[src/source/console_pkg.sv]
package console_pkg;

    // packet type codes shared by the host side and the device side.
    typedef enum logic [3:0] {
        INIT   = 4'd0,
        ACK    = 4'd1,
        NAK    = 4'd2,
        STL    = 4'd3,
        DIDX   = 4'd5,
        DPARAM = 4'd6,
        DDIDX  = 4'd7,
        DLINK  = 4'd8,
        DTYPE  = 4'd9,
        DTEMP  = 4'd10,
        DATA0  = 4'd13,
        DATA1  = 4'd14,
        ERROR  = 4'd15
    } btype_t;

    localparam int CMD_W  = 16;
    localparam int STAT_W = 16; // temperature in the upper byte, identity in the lower.
    localparam int TYPE_W = 2;

    localparam logic [7:0] ID_ALPHA = 8'h55;
    localparam logic [7:0] ID_BETA  = 8'hAA;
    localparam logic [7:0] ID_GAMMA = 8'hFF;

    // an inactive slot reads as an unknown device.
    function automatic logic [TYPE_W-1:0] id_to_type(input logic active, input logic [7:0] id);
        if (!active) begin
            return '0;
        end
        case (id)
            ID_ALPHA: return 2'd1;
            ID_BETA:  return 2'd2;
            ID_GAMMA: return 2'd3;
            default:  return 2'd0;
        endcase
    endfunction

    // command word, then one type code and one temperature byte per slot.
    function automatic int info_width(input int num_dev);
        return CMD_W + num_dev * (TYPE_W + 8);
    endfunction

endpackage

[src/source/console_link_if.sv]
`timescale 1ns/100ps

// one decoded operation, handed from decode to the sweep.
interface console_op_if;
    import console_pkg::*;

    logic             valid;
    logic             ready;
    logic             conv;
    btype_t           send_btype;
    btype_t           read_btype;
    logic [CMD_W-1:0] cmd;

    modport source (output valid, conv, send_btype, read_btype, cmd, input ready);
    modport sink   (input valid, conv, send_btype, read_btype, cmd, output ready);
endinterface

// a finished sweep, handed on to the collector.
interface console_done_if;
    import console_pkg::*;

    logic             valid;
    logic             ready;
    logic             conv;
    logic [CMD_W-1:0] cmd;

    modport source (output valid, conv, cmd, input ready);
    modport sink   (input valid, conv, cmd, output ready);
endinterface

[src/source/console_cmd_decode.sv]
`timescale 1ns/100ps

module console_cmd_decode (
    input  logic                           clk,
    input  logic                           rst,
    input  logic                           req_valid,
    output logic                           req_ready,
    input  logic                           req_conv,
    input  logic [console_pkg::CMD_W-1:0]  req_cmd,
    console_op_if.source                   op
);
    import console_pkg::*;

    btype_t read_hist;
    logic   req_fire;

    // configure reads temperatures, converts alternate between the two data packets.
    function automatic btype_t next_read(input logic conv, input btype_t cur);
        if (!conv) begin
            return DTEMP;
        end
        case (cur)
            DATA0:   return DATA1;
            default: return DATA0; // INIT, DTEMP and DATA1 all restart on DATA0.
        endcase
    endfunction

    assign req_ready = !op.valid;
    assign req_fire  = req_valid && req_ready;

    // the history register doubles as the read type of the held operation.
    assign op.read_btype = read_hist;

    always_ff @(posedge clk or posedge rst) begin
        if (rst) begin
            op.valid  <= 1'b0;
            read_hist <= INIT;
        end else begin
            if (req_fire) begin
                op.valid  <= 1'b1;
                read_hist <= next_read(req_conv, read_hist);
            end else if (op.ready) begin
                op.valid <= 1'b0; // the sweep took it.
            end
        end
    end

    always_ff @(posedge clk) begin
        if (req_fire) begin
            op.conv <= req_conv;
            op.cmd  <= req_cmd;
            if (req_conv) begin
                op.send_btype <= DIDX;
            end else begin
                op.send_btype <= DPARAM;
            end
        end
    end

endmodule

[src/source/console_device_sweep.sv]
`timescale 1ns/100ps

module console_device_sweep #(
    parameter int NUM_DEV = 8
) (
    input  logic                          clk,
    input  logic                          rst,
    console_op_if.sink                    op,
    console_done_if.source                done,
    input  logic [NUM_DEV-1:0]            dev_active,
    input  logic [NUM_DEV-1:0]            send_done,
    input  logic [NUM_DEV-1:0]            read_busy,
    output logic                          send_start,
    output logic                          read_start,
    output console_pkg::btype_t           send_btype,
    output console_pkg::btype_t           read_btype,
    output logic [console_pkg::CMD_W-1:0] conf_cmd
);
    import console_pkg::*;

    typedef enum logic [2:0] {
        S_IDLE,
        S_SEND,
        S_READ_RISE,
        S_READ_FALL,
        S_DONE
    } sweep_state_t;

    sweep_state_t state;
    logic         op_fire;
    logic         sent_all;
    logic         busy_all;
    logic         busy_none;

    // inactive slots are forced to look finished.
    assign sent_all  = &(send_done | ~dev_active);
    assign busy_all  = &(read_busy | ~dev_active);
    assign busy_none = ~|(read_busy & dev_active);

    assign op.ready   = (state == S_IDLE);
    assign op_fire    = op.valid && op.ready;
    assign send_start = (state == S_SEND);
    assign read_start = (state == S_READ_RISE) || (state == S_READ_FALL);
    assign done.valid = (state == S_DONE);

    always_ff @(posedge clk or posedge rst) begin
        if (rst) begin
            state <= S_IDLE;
        end else begin
            case (state)
                S_IDLE: begin
                    if (op_fire) state <= S_SEND;
                end
                S_SEND: begin
                    if (sent_all) state <= S_READ_RISE;
                end
                S_READ_RISE: begin
                    if (busy_all) state <= S_READ_FALL;
                end
                S_READ_FALL: begin
                    if (busy_none) state <= S_DONE;
                end
                S_DONE: begin
                    if (done.ready) state <= S_IDLE; // held here while the collector is full.
                end
                default: state <= S_IDLE;
            endcase
        end
    end

    always_ff @(posedge clk or posedge rst) begin
        if (rst) begin
            send_btype <= INIT;
            read_btype <= INIT;
            conf_cmd   <= '0;
        end else if (op_fire) begin
            send_btype <= op.send_btype;
            read_btype <= op.read_btype;
            if (!op.conv) begin
                conf_cmd <= op.cmd; // converts keep the last configure command.
            end
        end
    end

    always_ff @(posedge clk) begin
        if (op_fire) begin
            done.conv <= op.conv;
            done.cmd  <= op.cmd;
        end
    end

endmodule

[src/source/console_status_collect.sv]
`timescale 1ns/100ps

module console_status_collect #(
    parameter int NUM_DEV = 8
) (
    input  logic                                         clk,
    input  logic                                         rst,
    console_done_if.sink                                 done,
    input  logic [NUM_DEV*console_pkg::STAT_W-1:0]       dev_status,
    input  logic [NUM_DEV-1:0]                           dev_active,
    output logic                                         rsp_valid,
    input  logic                                         rsp_ready,
    output logic                                         rsp_conv,
    output logic [console_pkg::info_width(NUM_DEV)-1:0]  rsp_info
);
    import console_pkg::*;

    logic [NUM_DEV*TYPE_W-1:0] type_bits;
    logic [NUM_DEV*8-1:0]      temp_bits;
    logic                      done_fire;

    // slot i sits at dev_status[i*STAT_W +: STAT_W].
    // in the packed fields slot 0 lands in the most significant position.
    always_comb begin
        for (int i = 0; i < NUM_DEV; i++) begin
            type_bits[(NUM_DEV-1-i)*TYPE_W +: TYPE_W] =
                id_to_type(dev_active[i], dev_status[i*STAT_W +: 8]);
            if (dev_active[i]) begin
                temp_bits[(NUM_DEV-1-i)*8 +: 8] = dev_status[i*STAT_W+STAT_W-8 +: 8];
            end else begin
                temp_bits[(NUM_DEV-1-i)*8 +: 8] = 8'h00;
            end
        end
    end

    assign done.ready = !rsp_valid; // only one response is held at a time.
    assign done_fire  = done.valid && done.ready;

    always_ff @(posedge clk or posedge rst) begin
        if (rst) begin
            rsp_valid <= 1'b0;
            rsp_conv  <= 1'b0;
            rsp_info  <= '0;
        end else begin
            if (done_fire) begin
                rsp_valid <= 1'b1;
                rsp_conv  <= done.conv;
                if (!done.conv) begin
                    rsp_info <= {done.cmd, type_bits, temp_bits};
                end
            end else if (rsp_ready) begin
                rsp_valid <= 1'b0;
            end
        end
    end

endmodule

[src/source/console_hq.sv]
`timescale 1ns/100ps

module console_hq #(
    parameter int NUM_DEV = 8
) (
    input  logic                                         clk,
    input  logic                                         rst,
    input  logic                                         req_valid,
    output logic                                         req_ready,
    input  logic                                         req_conv,
    input  logic [console_pkg::CMD_W-1:0]                req_cmd,
    output logic                                         rsp_valid,
    input  logic                                         rsp_ready,
    output logic                                         rsp_conv,
    output logic [console_pkg::info_width(NUM_DEV)-1:0]  rsp_info,
    input  logic [NUM_DEV-1:0]                           dev_active,
    input  logic [NUM_DEV-1:0]                           send_done,
    input  logic [NUM_DEV-1:0]                           read_busy,
    input  logic [NUM_DEV*console_pkg::STAT_W-1:0]       dev_status,
    output logic                                         send_start,
    output logic                                         read_start,
    output console_pkg::btype_t                          send_btype,
    output console_pkg::btype_t                          read_btype,
    output logic [console_pkg::CMD_W-1:0]                conf_cmd
);

    console_op_if   op_link ();
    console_done_if done_link ();

    console_cmd_decode u_decode (
        .clk       (clk),
        .rst       (rst),
        .req_valid (req_valid),
        .req_ready (req_ready),
        .req_conv  (req_conv),
        .req_cmd   (req_cmd),
        .op        (op_link.source)
    );

    console_device_sweep #(.NUM_DEV(NUM_DEV)) u_sweep (
        .clk        (clk),
        .rst        (rst),
        .op         (op_link.sink),
        .done       (done_link.source),
        .dev_active (dev_active),
        .send_done  (send_done),
        .read_busy  (read_busy),
        .send_start (send_start),
        .read_start (read_start),
        .send_btype (send_btype),
        .read_btype (read_btype),
        .conf_cmd   (conf_cmd)
    );

    // status is sampled as the sweep hands over, so it reflects the finished read phase.
    console_status_collect #(.NUM_DEV(NUM_DEV)) u_collect (
        .clk        (clk),
        .rst        (rst),
        .done       (done_link.sink),
        .dev_status (dev_status),
        .dev_active (dev_active),
        .rsp_valid  (rsp_valid),
        .rsp_ready  (rsp_ready),
        .rsp_conv   (rsp_conv),
        .rsp_info   (rsp_info)
    );

endmodule

[config.mk]
export PLATFORM = sky130hd
export DESIGN_NAME = console_hq
export DESIGN_NICKNAME = d
export VERILOG_FILES = /design/src/source/console_pkg.sv /design/src/source/console_link_if.sv /design/src/source/console_cmd_decode.sv /design/src/source/console_device_sweep.sv /design/src/source/console_status_collect.sv /design/src/source/console_hq.sv
export SDC_FILE = /design/constraint.sdc
export NUM_CORES = 1
export LEC_CHECK = 0
export ABC_AREA = 1
export BUFFER_PORTS_ARGS = -buffer_cell sky130_fd_sc_hd__buf_2
export CAP_MARGIN = 40
export CORE_MARGIN = 2
export CORE_UTILIZATION = 48
export CTS_CLUSTER_SIZE = 10
export DETAILED_ROUTE_END_ITERATION = 6
export GPL_ROUTABILITY_DRIVEN = 0
export PLACE_DENSITY = 0.81
export SLEW_MARGIN = 30
export SYNTH_ARGS = -nofsm -noshare
export SYNTH_HDL_FRONTEND = slang
export SYNTH_SLANG_ARGS = --single-unit
[constraint.sdc]
create_clock -name clk -period 4.15 [get_ports clk]
set_input_delay 0.415 -clock clk [delete_from_list [all_inputs] [get_ports clk]]
set_output_delay 0.415 -clock clk [all_outputs]
set_load 0.05 [all_outputs]
Word-level counts from Yosys, hierarchy flattened
Cells that the tools add are included.
{ "totals": {"regBits": 168, "input_bits": 173} }
{ "op_classes": {"eq_ne": 34, "reduce_logical": 15, "bitwise_logic": 6, "muxes": 40} }
{ "ops": {"columns": ["op", "n"], "rows": [
  ["$eq 8x8->1 const B", 16],
  ["$eq 8x7->1 const B", 8],
  ["$mux 8", 8],
  ["$pmux 2 s3", 8],
  ["$mux 2", 10],
  ["$or 8x8->8", 2],
  ["$reduce_and 8->1", 2],
  ["$mux 3", 5],
  ["$pmux 3 s5", 1],
  ["$and 8x8->8", 1],
  ["$mux 4", 2],
  ["$not 8->8", 1],
  ["$reduce_or 8->1", 1],
  ["$eq 3x2->1 const B", 2],
  ["$mux 1", 6],
  ["$ne 2x2->1 const B", 3],
  ["$reduce_and 5->1", 1],
  ["$eq 4x4->1 const B", 1],
  ["$ne 2x1->1 const B", 2],
  ["$reduce_and 2->1", 2],
  ["$reduce_bool 2->1", 2],
  ["$eq 3x1->1 const B", 1],
  ["$eq 3x3->1 const B", 1],
  ["$logic_and 1x1->1", 3],
  ["4 further kinds", 6]
]} }

Depth between registers and ports, before layout
Gate-level depths: netlist of run 1.
{ "logic_depth": {"depth_word": 5, "depth_mapped": 10, "depth_no_buf": 10} }

Cells and area by module
Synthesis of run 1 repeated with hierarchy kept, for this count alone.
{ "hier_totals": {"hier_cells": 849, "area_unflattened_um2": 7229.4} }
{ "by_module_without_submodules": {"columns": ["mod", "cells_each", "area_per_inst_um2", "instances"], "rows": [
  ["console_status_collect", 583, 4489.3, 1],
  ["console_device_sweep", 217, 1944.4, 1],
  ["console_cmd_decode", 49, 795.8, 1]
]} }

Worst setup path after synthesis of run 1
Ideal clock, no wire load.
{ "synth_timing": {"kind": "flip-flop to flip-flop", "from": "register u_sweep.state[2]", "to": "register u_sweep.state[0]", "arrival_time_ps": 2070, "path_buffers": 0, "path_slack_ps": 1961, "stages_incl_launch_ff": 5, "period_less_slack_ps": 2189, "cell_sequence": "dfrtp_1 nor3_1 a21oi_1 nand3_1 nand2_1"} }
{ "synth_via": {"word_cells_on_any_way": 13, "classes_between": "eq/ne: 9; mux: 1; reduce/logical: 3"} }
{ "synth_rtl": {"columns": ["element", "line_no", "text"], "rows": [
  ["start, declared", "console_device_sweep.sv:29", "sweep_state_t state;"],
  ["start signal, assigned", "console_device_sweep.sv:48", "state <= S_IDLE;"],
  ["start signal, assigned", "console_device_sweep.sv:52", "if (op_fire) state <= S_SEND;"],
  ["start signal, assigned", "console_device_sweep.sv:55", "if (sent_all) state <= S_READ_RISE;"],
  ["$eq 3x1->1 *", null, null],
  ["net send_start", "console_hq.sv:20", "output logic send_start,"],
  ["$ne 2x1->1 (no line)", null, null],
  ["$reduce_and 5->1 (no line)", null, null]
]} }
Mark *: on every way through the listed nets, which the timed path passes. The rest lies on a longest branch.
A chain may end at the register's enable or synchronous reset.

Final worst setup path of run 1
{ "layout_timing": {"from": "register u_sweep.state[0]", "to": "register u_collect.rsp_info[47] (netlist name)"} }
{ "layout_via": {"elab_chain_cells": 3} }
{ "layout_lines": {"columns": ["element", "line_no", "text"], "rows": [
  ["$eq 3x3->1", "console_device_sweep.sv:44", "assign done.valid = (state == S_DONE);"],
  ["$logic_and 1x1->1", "console_status_collect.sv:37", "assign done_fire = done.valid && done.ready;"],
  ["$reduce_and 2->1 (no line)", null, null],
  ["end signal, assigned", "console_status_collect.sv:49", "rsp_info <= {done.cmd, type_bits, temp_bits};"],
  ["end, declared", "console_status_collect.sv:14", "output logic [console_pkg::info_width(NUM_DEV)-1:0] rsp_info"]
]} }
Every way passes these cells.

==> results.yml, run 1 <==
cells_and_area:
  finalCoreUtilization: 0.656
  layout.nets: 1217
  drive_above_1_share: 0.347
  finalInstanceArea_um2: 9140
  instances_no_fill: 1238
  area_growth_syn_to_layout_pct: 33.1
timing:
  slew_violations: 0
  relSlewSlack: 0.510
  fmax_mhz: 424
  min_period_ns: 2.36
  fin_worst_skew_ns: 0.0133
  setup_ws_ns: 1.79
  tns_ns: 0
  setup_viol: 0
  tightest_slew_ns: 0.735
  hold_viol_final: 0
  whs_ns: 0.159
  rsz0062_at_grt: "false"
  period_share: 0.569
setup_path:
  reg2reg_slack_ns: 1.79
  crit_path_end_kind: "flip-flop"
  worst-setup-path-type: "reg -> reg"
  critPathMaxFanout: 51
  start_kind: "flip-flop"
  worstPathArrival_ns: 2.72
  required_ns: 4.52
placement:
  place_ws_ns: 1.81
  dp_cells: 1205
  placed_cell_area_um2: 8520
  dp_hpwl_um: 13300
  port_buffers: 296
global_routing:
  grt_pass1_wl_um: 26700
  grt_start_max_net_pins: 130
  grt_pass1_vias: 5642
  grt_overflow: 0
  grt_antenna_before_repair: 2
  grt_use_total: 0.231
floorplan:
  initial_core_util: 0.493
  core_um2: 13900
  die_h_um: 124
  die_area_um2: 15300
  ios: 298
  rows: 43
  die_w_um: 124
cts:
  cts_tree: "done"
  htree_levels: 4
  cts_root_buffer: "clkbuf_16"
  clk_pin_slew_worst_paths_ns: 0.07
  clock-sinks: 164
  ctsHoldBuffers: 0
  cts_resized: 0
  cts-buffers-inserted: 17
  clock_latency_ns: 0.43
  post_cts_buffers: 0
  clockBufferDepth: 2
logic_synthesis:
  synth_nets: 914
  seq_area_frac_synth: 0.623
  ys_seq_elements: 164
  ys_warn_count: 0
  syn_area_per_cell_um2: 9.27
  synth_cell_types: 26
  syn_area_um2: 6870
  synth_cells: 741
route:
  routed_via_density: 4.79
  remaining_drc_errors: 0
  final_antenna_net_count: 0
  drt_iter0_markers: 319
  drt_wl_total_um: 17700
  firstDrtPassIters: 5
  wl_per_cell_um: 14.3
  route.vias.total: 5936
power:
  power_leakage_nw: 5.01
  peakVddDrop_v: 0.000880
  powerDensity_nw_per_um2: 899
  power_mw: 8.21
hold_path:
  hold_path_class: "in -> reg"
run:
  max_cap_viol_count: 0
status:
  status: "completed"
kinds of logic after synthesis:
kind of cell,after synthesis,share of synthesized area
flops,164,0.623
compound gates,24,0.0189
other cells,1,0.000546
mux,16,0.0262
simple gates,471,0.287
buf+inv,65,0.0446
Yosys cell counts (all sizes together):
master	n	share of area
nand3	10	0.0073
conb	1	0.00055
o31ai	3	0.0033
a21oi	7	0.0051
inv	50	0.027
edfxtp	35	0.15
nand4	15	0.014
o21bai	1	0.0011
nand2	384	0.21
nor3	8	0.0058
o21ai	13	0.0095
nor2	45	0.041
buf	14	0.017
clkbuf	1	0.00055
dfrtp	129	0.47
or2	6	0.0055
mux2	16	0.026
nor4	3	0.0027
per-layer routing:
metal,vias up,part of all wire,track usage
li1,2939,-,-
met1,2747,0.40,0.265
met2,209,0.51,0.404
met4,2,0.030,0.0994
met5,-,0.00090,0
met3,39,0.064,0.0659
worst max-delay path, stage by stage (launching register included):
cell	delay (ns)
dfrtp_1	0.38
inv_1	0.09
nand2_1	0.07
nor2_2	0.11
nand2_2	0.11
nor2_8	0.24
inv_4	0.21
buf_16	0.25
buf_4	0.27
nor2_2	0.34
nand2_1	0.11
nand2_1	0.08
registers in the layout, indices dropped and copies added (netlist names):
| register | flops |
|---|---|
| u_collect.rsp_conv | 1 |
| u_collect.rsp_info | 96 |
| u_collect.rsp_valid | 1 |
| u_decode.op.cmd | 16 |
| u_decode.op.read_btype | 4 |
| u_decode.op.send_btype | 2 |
| u_decode.op.valid | 1 |
| u_sweep.conf_cmd | 16 |
| u_sweep.done.cmd | 16 |
| u_sweep.done.conv | 1 |
| u_sweep.read_btype | 4 |
| u_sweep.send_btype | 3 |
| u_sweep.state | 3 |
cell usage in the layout, fill, tap and decap left out, drive strengths merged:
cell type,count
mux2,16
nor4,3
clkinv,8
buf,299
dfrtp,129
diode,1
clkinvlp,1
or2,6
edfxtp,35
nor3,8
clkbuf,17
nand4,15
o31ai,3
o21bai,1
conb,1
o21ai,13
nand2,384
a21oi,7
nand3,10
bufinv,1
inv,55
nor2,45
cell type report:
| type | count | area [um^2] |
|---|---|---|
| diodes | 1 | 2.50 |
| well taps | 180 | 225 |
| flip-flops and latches | 164 | 4280 |
| multi-input cells | 512 | 2280 |
| clock buffers | 17 | 425 |
| clock inverters | 15 | 195 |
| repair buffers | 299 | 1540 |
| fillers | 1129 | 4800 |
| inverters | 50 | 193 |
report_power, final:
| part | internal [mW] | switching (mW) |
|---|---|---|
| clock | 0.869 | 0.715 |
| combinational | 0.843 | 3.06 |
| sequential | 2.37 | 0.359 |
worst paths after layout:
check,from,end,depth (start not counted)
max reg2reg,u_sweep.state[0],u_collect.rsp_info[47],11
max in group asynchronous,rst,u_collect.rsp_info[31],3
min in group asynchronous,rst,u_collect.rsp_info[11],3
min,req_cmd[9],u_decode.op.cmd[9],1
max,u_sweep.state[0],u_collect.rsp_info[47],11
min reg2reg,u_decode.op.cmd[6],u_sweep.done.cmd[6],0
No activity file was read; power rests on OpenSTA's default activity.
==> run 2: changes to the inputs <==
==> constraint.sdc (replaced) <==
create_clock -name clk -period 2.2 [get_ports clk]
set_input_delay 0.22 -clock clk [delete_from_list [all_inputs] [get_ports clk]]
set_output_delay 0.22 -clock clk [all_outputs]
set_load 0.05 [all_outputs]
==> run 2 against run 1 <==
Net effect: die area unchanged; non-clock buffer count increased by 87; combinational power increased by 95%; critical endpoint is now read_start; register-to-register slack got worse by 1.4 ns; critical path depth decreased by 6; sequential share of layout area decreased by 4.0 points; core utilization increased by 6.2 points; via count increased by 12%; setup slack got worse by 1.5 ns.
==> results.yml, run 2 (synthesis gave the netlist of run 1 again) <==
setup_path:
  cpMostUsedCell: "nor2_1"
  critPathMaxFanout: 4
  cp_slowest_cell: "dfrtp_1"
  worstPathArrival_ns: 1.68
  path_cells: "nor2_1 > inv_1 > nor2_1 > or2_2 > buf_2"
  r2r_cells: 9
  crit_path_end_kind: "output pin"
  required_ns: 1.98
  start_kind: "flip-flop"
  worst-setup-path-type: "reg -> out"
  crit_path_max_incr_delay_ns: 0.41
cells_and_area:
  antennaDiodeCount: 0
  top_register: "u_collect.rsp_info"
  area_growth_syn_to_layout_pct: 45.5
  finalInstanceArea_um2: 10000
  layout.nets: 1304
  drive_above_1_share: 0.328
  mostFrequentLayoutCells: "nand2_1 (383), buf_2 (296), dfrtp_1 (129)"
  largest_reg_flops: 96
  mostFrequentLayoutCell: "nand2_1"
power:
  power_leakage_nw: 5.38
  powerDensity_nw_per_um2: 1600
  peakVddDrop_v: 0.00115
floorplan:
  die_h_um: 124
  die_w_um: 124
  core_um2: 13900
  rows: 43
  die_area_um2: 15300
  initial_core_util: 0.493
  ios: 298
route:
  remaining_drc_errors: 0
  drt_wl_total_um: 21100
  drt_iter0_markers: 484
  route.vias.total: 6637
  final_antenna_net_count: 0
  firstDrtPassIters: 6
  routed_via_density: 5.01
  wl_per_cell_um: 16.0
timing:
  slew_violations: 0
  tightest_slew_ns: 0.547
  tns_ns: 0
  period_share: 0.866
  min_period_ns: 1.90
  fmax_mhz: 525
  relSlewSlack: 0.635
  rsz0062_at_grt: "false"
  fin_worst_skew_ns: 0.0115
  setup_viol: 0
  hold_viol_final: 0
hold_path:
  hold_path_class: "in -> reg"
  hold_depth: 3
cts:
  cts_resized: 0
  post_cts_buffers: 0
  cts-buffers-inserted: 17
  clock_latency_ns: 0.43
  htree_levels: 4
  clockBufferDepth: 2
  clk_pin_slew_worst_paths_ns: 0.07
  cts_root_buffer: "clkbuf_16"
  cts_tree: "done"
  clock-sinks: 164
  ctsHoldBuffers: 78
global_routing:
  grt_start_max_net_pins: 52
  grt_pass1_wl_um: 31300
  grt_overflow: 0
  grt_use_total: 0.273
  grt_pass1_vias: 6516
  grt_antenna_before_repair: 0
run:
  max_cap_viol_count: 0
placement:
  placed_cell_area_um2: 8570
  dp_hpwl_um: 13700
  port_buffers: 296
status:
  status: "completed"
run 2: changes by cell type in the layout (fill, tap and decap cells not counted), sizes merged:
cell,change
diode,-1
bufinv,+2
dlygate4sd3,+79
inv,+1
clkinv,-5
clkinvlp,+2
buf,+8
run 2: worst max-delay path, delay by kind of cell (launching register included):
kind | cells | cell delay (ns)
buffers and inverters | 2 | 0.33
and+or+nand+nor | 3 | 0.52
DFF | 1 | 0.41
run 2: report_power, final:
part	internal (mW)	switching, mW	leakage (nW)
clock network	1.84	1.35	0.305
logic	1.71	5.87	3.22
registers	4.47	0.736	1.85
run 2: final cells by class:
class,instances,area [um^2]
Clock inverter,15,210
Tap cell,180,225
Timing Repair Buffer,386,2380
Fill cell,973,3940
Clock buffer,17,425
Inverter,50,194
Sequential cell,164,4280
Multi-Input combinational cell,512,2280
run 2: final timing paths:
kind                                                 from                endpoint  slack [ns]
worst max-delay path                     u_sweep.state[2]              read_start        0.30
worst min-delay path                       dev_status[26]  u_collect.rsp_info[50]        0.02
worst max register to register           u_sweep.state[2]  u_collect.rsp_info[53]        0.41
worst min register to register  u_decode.op.send_btype[1]   u_sweep.send_btype[1]        0.45
max in group asynchronous                             rst   u_sweep.send_btype[1]        1.12
min in group asynchronous                             rst     u_sweep.conf_cmd[4]        0.42
run 2: metrics by stage:
stage	setup slack (ns)	power, mW	cells	hold WS [ns]	util
final	0.295	16.0	1324	0.0194	0.717
after CTS	0.286	15.9	1323	0.00163	0.717
after detailed placement	0.427	12.6	1213	0.299	0.615
after floorplan	0.0106	10.6	741	0.316	-
after global placement	0.467	12.4	1213	0.288	0.615
after global routing	0.135	16.7	1324	0.00464	0.717
run 2: routing by layer:
layer | part of all wire | up-vias | track usage
met4 | 0.050 | 0 | 0.136
met1 | 0.38 | 3113 | 0.300
met3 | 0.073 | 93 | 0.0870
met2 | 0.50 | 315 | 0.476
li1 | - | 3116 | -
met5 | 0 | - | 0
==> run 3: changes to the inputs <==
--- a/config.mk
+++ b/config.mk
@@ -8,12 +8,12 @@
 export ABC_AREA = 1
 export BUFFER_PORTS_ARGS = -buffer_cell sky130_fd_sc_hd__buf_2
 export CAP_MARGIN = 40
+export CORE_ASPECT_RATIO = 1.25
 export CORE_MARGIN = 2
-export CORE_UTILIZATION = 48
+export CORE_UTILIZATION = 35
 export CTS_CLUSTER_SIZE = 10
 export DETAILED_ROUTE_END_ITERATION = 6
 export GPL_ROUTABILITY_DRIVEN = 0
-export PLACE_DENSITY = 0.81
 export SLEW_MARGIN = 30
 export SYNTH_ARGS = -nofsm -noshare
 export SYNTH_HDL_FRONTEND = slang
==> run 3 against run 2 <==
Net effect: count of clock-buffer cells in the layout unchanged; register-to-register slack improved by 0.06 ns; critical path type unchanged; global-route usage fell by 8.7 points; die area is 36% higher; maximum frequency down 0.80%; hold slack lost 0.0046 ns; via count fell by 6.1%; critical endpoint unchanged; core utilization decreased by 19 points.
==> results.yml, run 3 (synthesis gave the netlist of run 1 again) <==
status:
  status: "completed"
placement:
  dp_cells: 1299
  dp_hpwl_um: 13900
  port_buffers: 296
setup_path:
  cp_slowest_cell: "dfrtp_1"
  worst-setup-path-type: "reg -> out"
  r2r-end: "u_collect.rsp_info[54]"
  crit_path_end_kind: "output pin"
  cp_top_family: "simple AND/OR/NAND/NOR gates"
  startpoint: "u_sweep.state[2]"
  path_buf_inv: 3
  path_cells: "nor2_1 > buf_4 > inv_1 > nor2_1 > or2_2 > buf_2"
  worst-path-stages: 6
  crit_path_max_incr_delay_ns: 0.41
  reg2reg_slack_ns: 0.47
  crit_path_end: "read_start"
  reg2reg_from: "u_sweep.state[2]"
  worstPathArrival_ns: 1.70
  critPathMaxFanout: 4
  start_kind: "flip-flop"
  cpMostUsedCell: "nor2_1"
  required_ns: 1.98
  r2r_cells: 9
cts:
  clockBufferDepth: 2
  clock-sinks: 164
  clock_latency_ns: 0.43
  htree_levels: 4
  cts_resized: 0
  cts-buffers-inserted: 17
  cts_root_buffer: "clkbuf_16"
  post_cts_buffers: 0
  cts_tree: "done"
  clk_pin_slew_worst_paths_ns: 0.07
global_routing:
  grt_use_total: 0.187
  grt_pass1_vias: 6219
  grt_overflow: 0
  grt_pass1_wl_um: 30200
  grt_start_max_net_pins: 72
  grt_antenna_before_repair: 0
route:
  drt_iter0_markers: 286
  route.vias.total: 6229
  wl_per_cell_um: 13.4
  routed_via_density: 4.41
  final_antenna_net_count: 0
  remaining_drc_errors: 0
  firstDrtPassIters: 4
  drt_wl_total_um: 19000
floorplan:
  die_w_um: 129
  die_h_um: 161
  ios: 298
  initial_core_util: 0.355
  rows: 57
  core_um2: 19300
  die_area_um2: 20800
power:
  power_leakage_nw: 5.38
  powerDensity_nw_per_um2: 1540
  peakVddDrop_v: 0.000842
  power_mw: 15.6
cells_and_area:
  mostFrequentLayoutCells: "nand2_1 (383), buf_2 (296), dfrtp_1 (129)"
  largest_reg_flops: 96
  drive_above_1_share: 0.328
  top_register: "u_collect.rsp_info"
  mostFrequentLayoutCell: "nand2_1"
  area_growth_syn_to_layout_pct: 47.1
  instances_no_fill: 1411
  layout.nets: 1306
  antennaDiodeCount: 0
timing:
  slew_violations: 0
  tns_ns: 0
  setup_viol: 0
  period_share: 0.873
  min_period_ns: 1.92
  fmax_mhz: 521
  fin_worst_skew_ns: 0.0119
  hold_viol_final: 0
  rsz0062_at_grt: "false"
hold_path:
  hold_path_class: "in -> reg"
run:
  max_cap_viol_count: 0
[run 3: cell type report]
| cell class | count | area (um^2) |
|---|---|---|
| fillers | 1790 | 9220 |
| clock buffers | 17 | 425 |
| clock inverters | 15 | 183 |
| well taps | 265 | 332 |
| inverters | 50 | 194 |
| multi-input cells | 512 | 2280 |
| repair buffers | 388 | 2410 |
| flip-flops and latches | 164 | 4280 |
[run 3: repair_timing]
action                                  CTS  global route
hold buffers                             80             0
endpoints found under the setup margin    0             0
endpoints found under the hold margin   208             0
[run 3: per-layer routing]
metal,up-vias,share of wire,track usage
met1,2865,0.40,0.208
met5,-,0,0
li1,3115,-,-
met2,215,0.51,0.333
met4,0,0.029,0.0795
met3,34,0.067,0.0473
[run 3: worst min path at each step]
| stage | startpoint | cells past startpoint | slack, ns | to |
|---|---|---|---|---|
| floorplan | rsp_ready | 1 | 0.32 | u_collect.rsp_valid |
| global placement | rst | 3 | 0.36 | u_sweep.conf_cmd[11] |
| detailed placement | rst | 3 | 0.38 | u_collect.rsp_info[93] |
| CTS | dev_status[47] | 3 | 0.0004 | u_collect.rsp_info[47] |
| global route | req_conv | 1 | 0.007 | u_decode.op.send_btype[0] |
| finish | req_conv | 1 | 0.01 | u_decode.op.send_btype[0] |
[run 3: where the power goes]
part / internal [mW] / total (mW) / switching, mW / leakage, nW
registers: 4.47 / 5.13 / 0.667 / 1.85
logic: 1.73 / 7.49 / 5.75 / 3.24
clock network: 1.54 / 2.96 / 1.42 / 0.291
total: 7.74 / 15.6 / 7.84 / 5.38
[run 3: through the flow]
step	cell area, um^2	util	setup slack, ns	hold WS, ns
after CTS	10100	0.523	0.255	0.000353
after global routing	10100	0.523	0.149	0.00736
after floorplan	6870	-	0.0106	0.316
final	10100	0.523	0.280	0.0148
after global placement	8700	0.450	0.488	0.363
after detailed placement	8700	0.450	0.469	0.376
[run 3: worst register-to-register path: cells and delay by family, from the launching register on]
| kind | cells | cell delay (ns) |
|---|---|---|
| buffers and inverters | 2 | 0.72 |
| flip-flops | 1 | 0.41 |
| AND/OR/NAND/NOR | 7 | 0.50 |
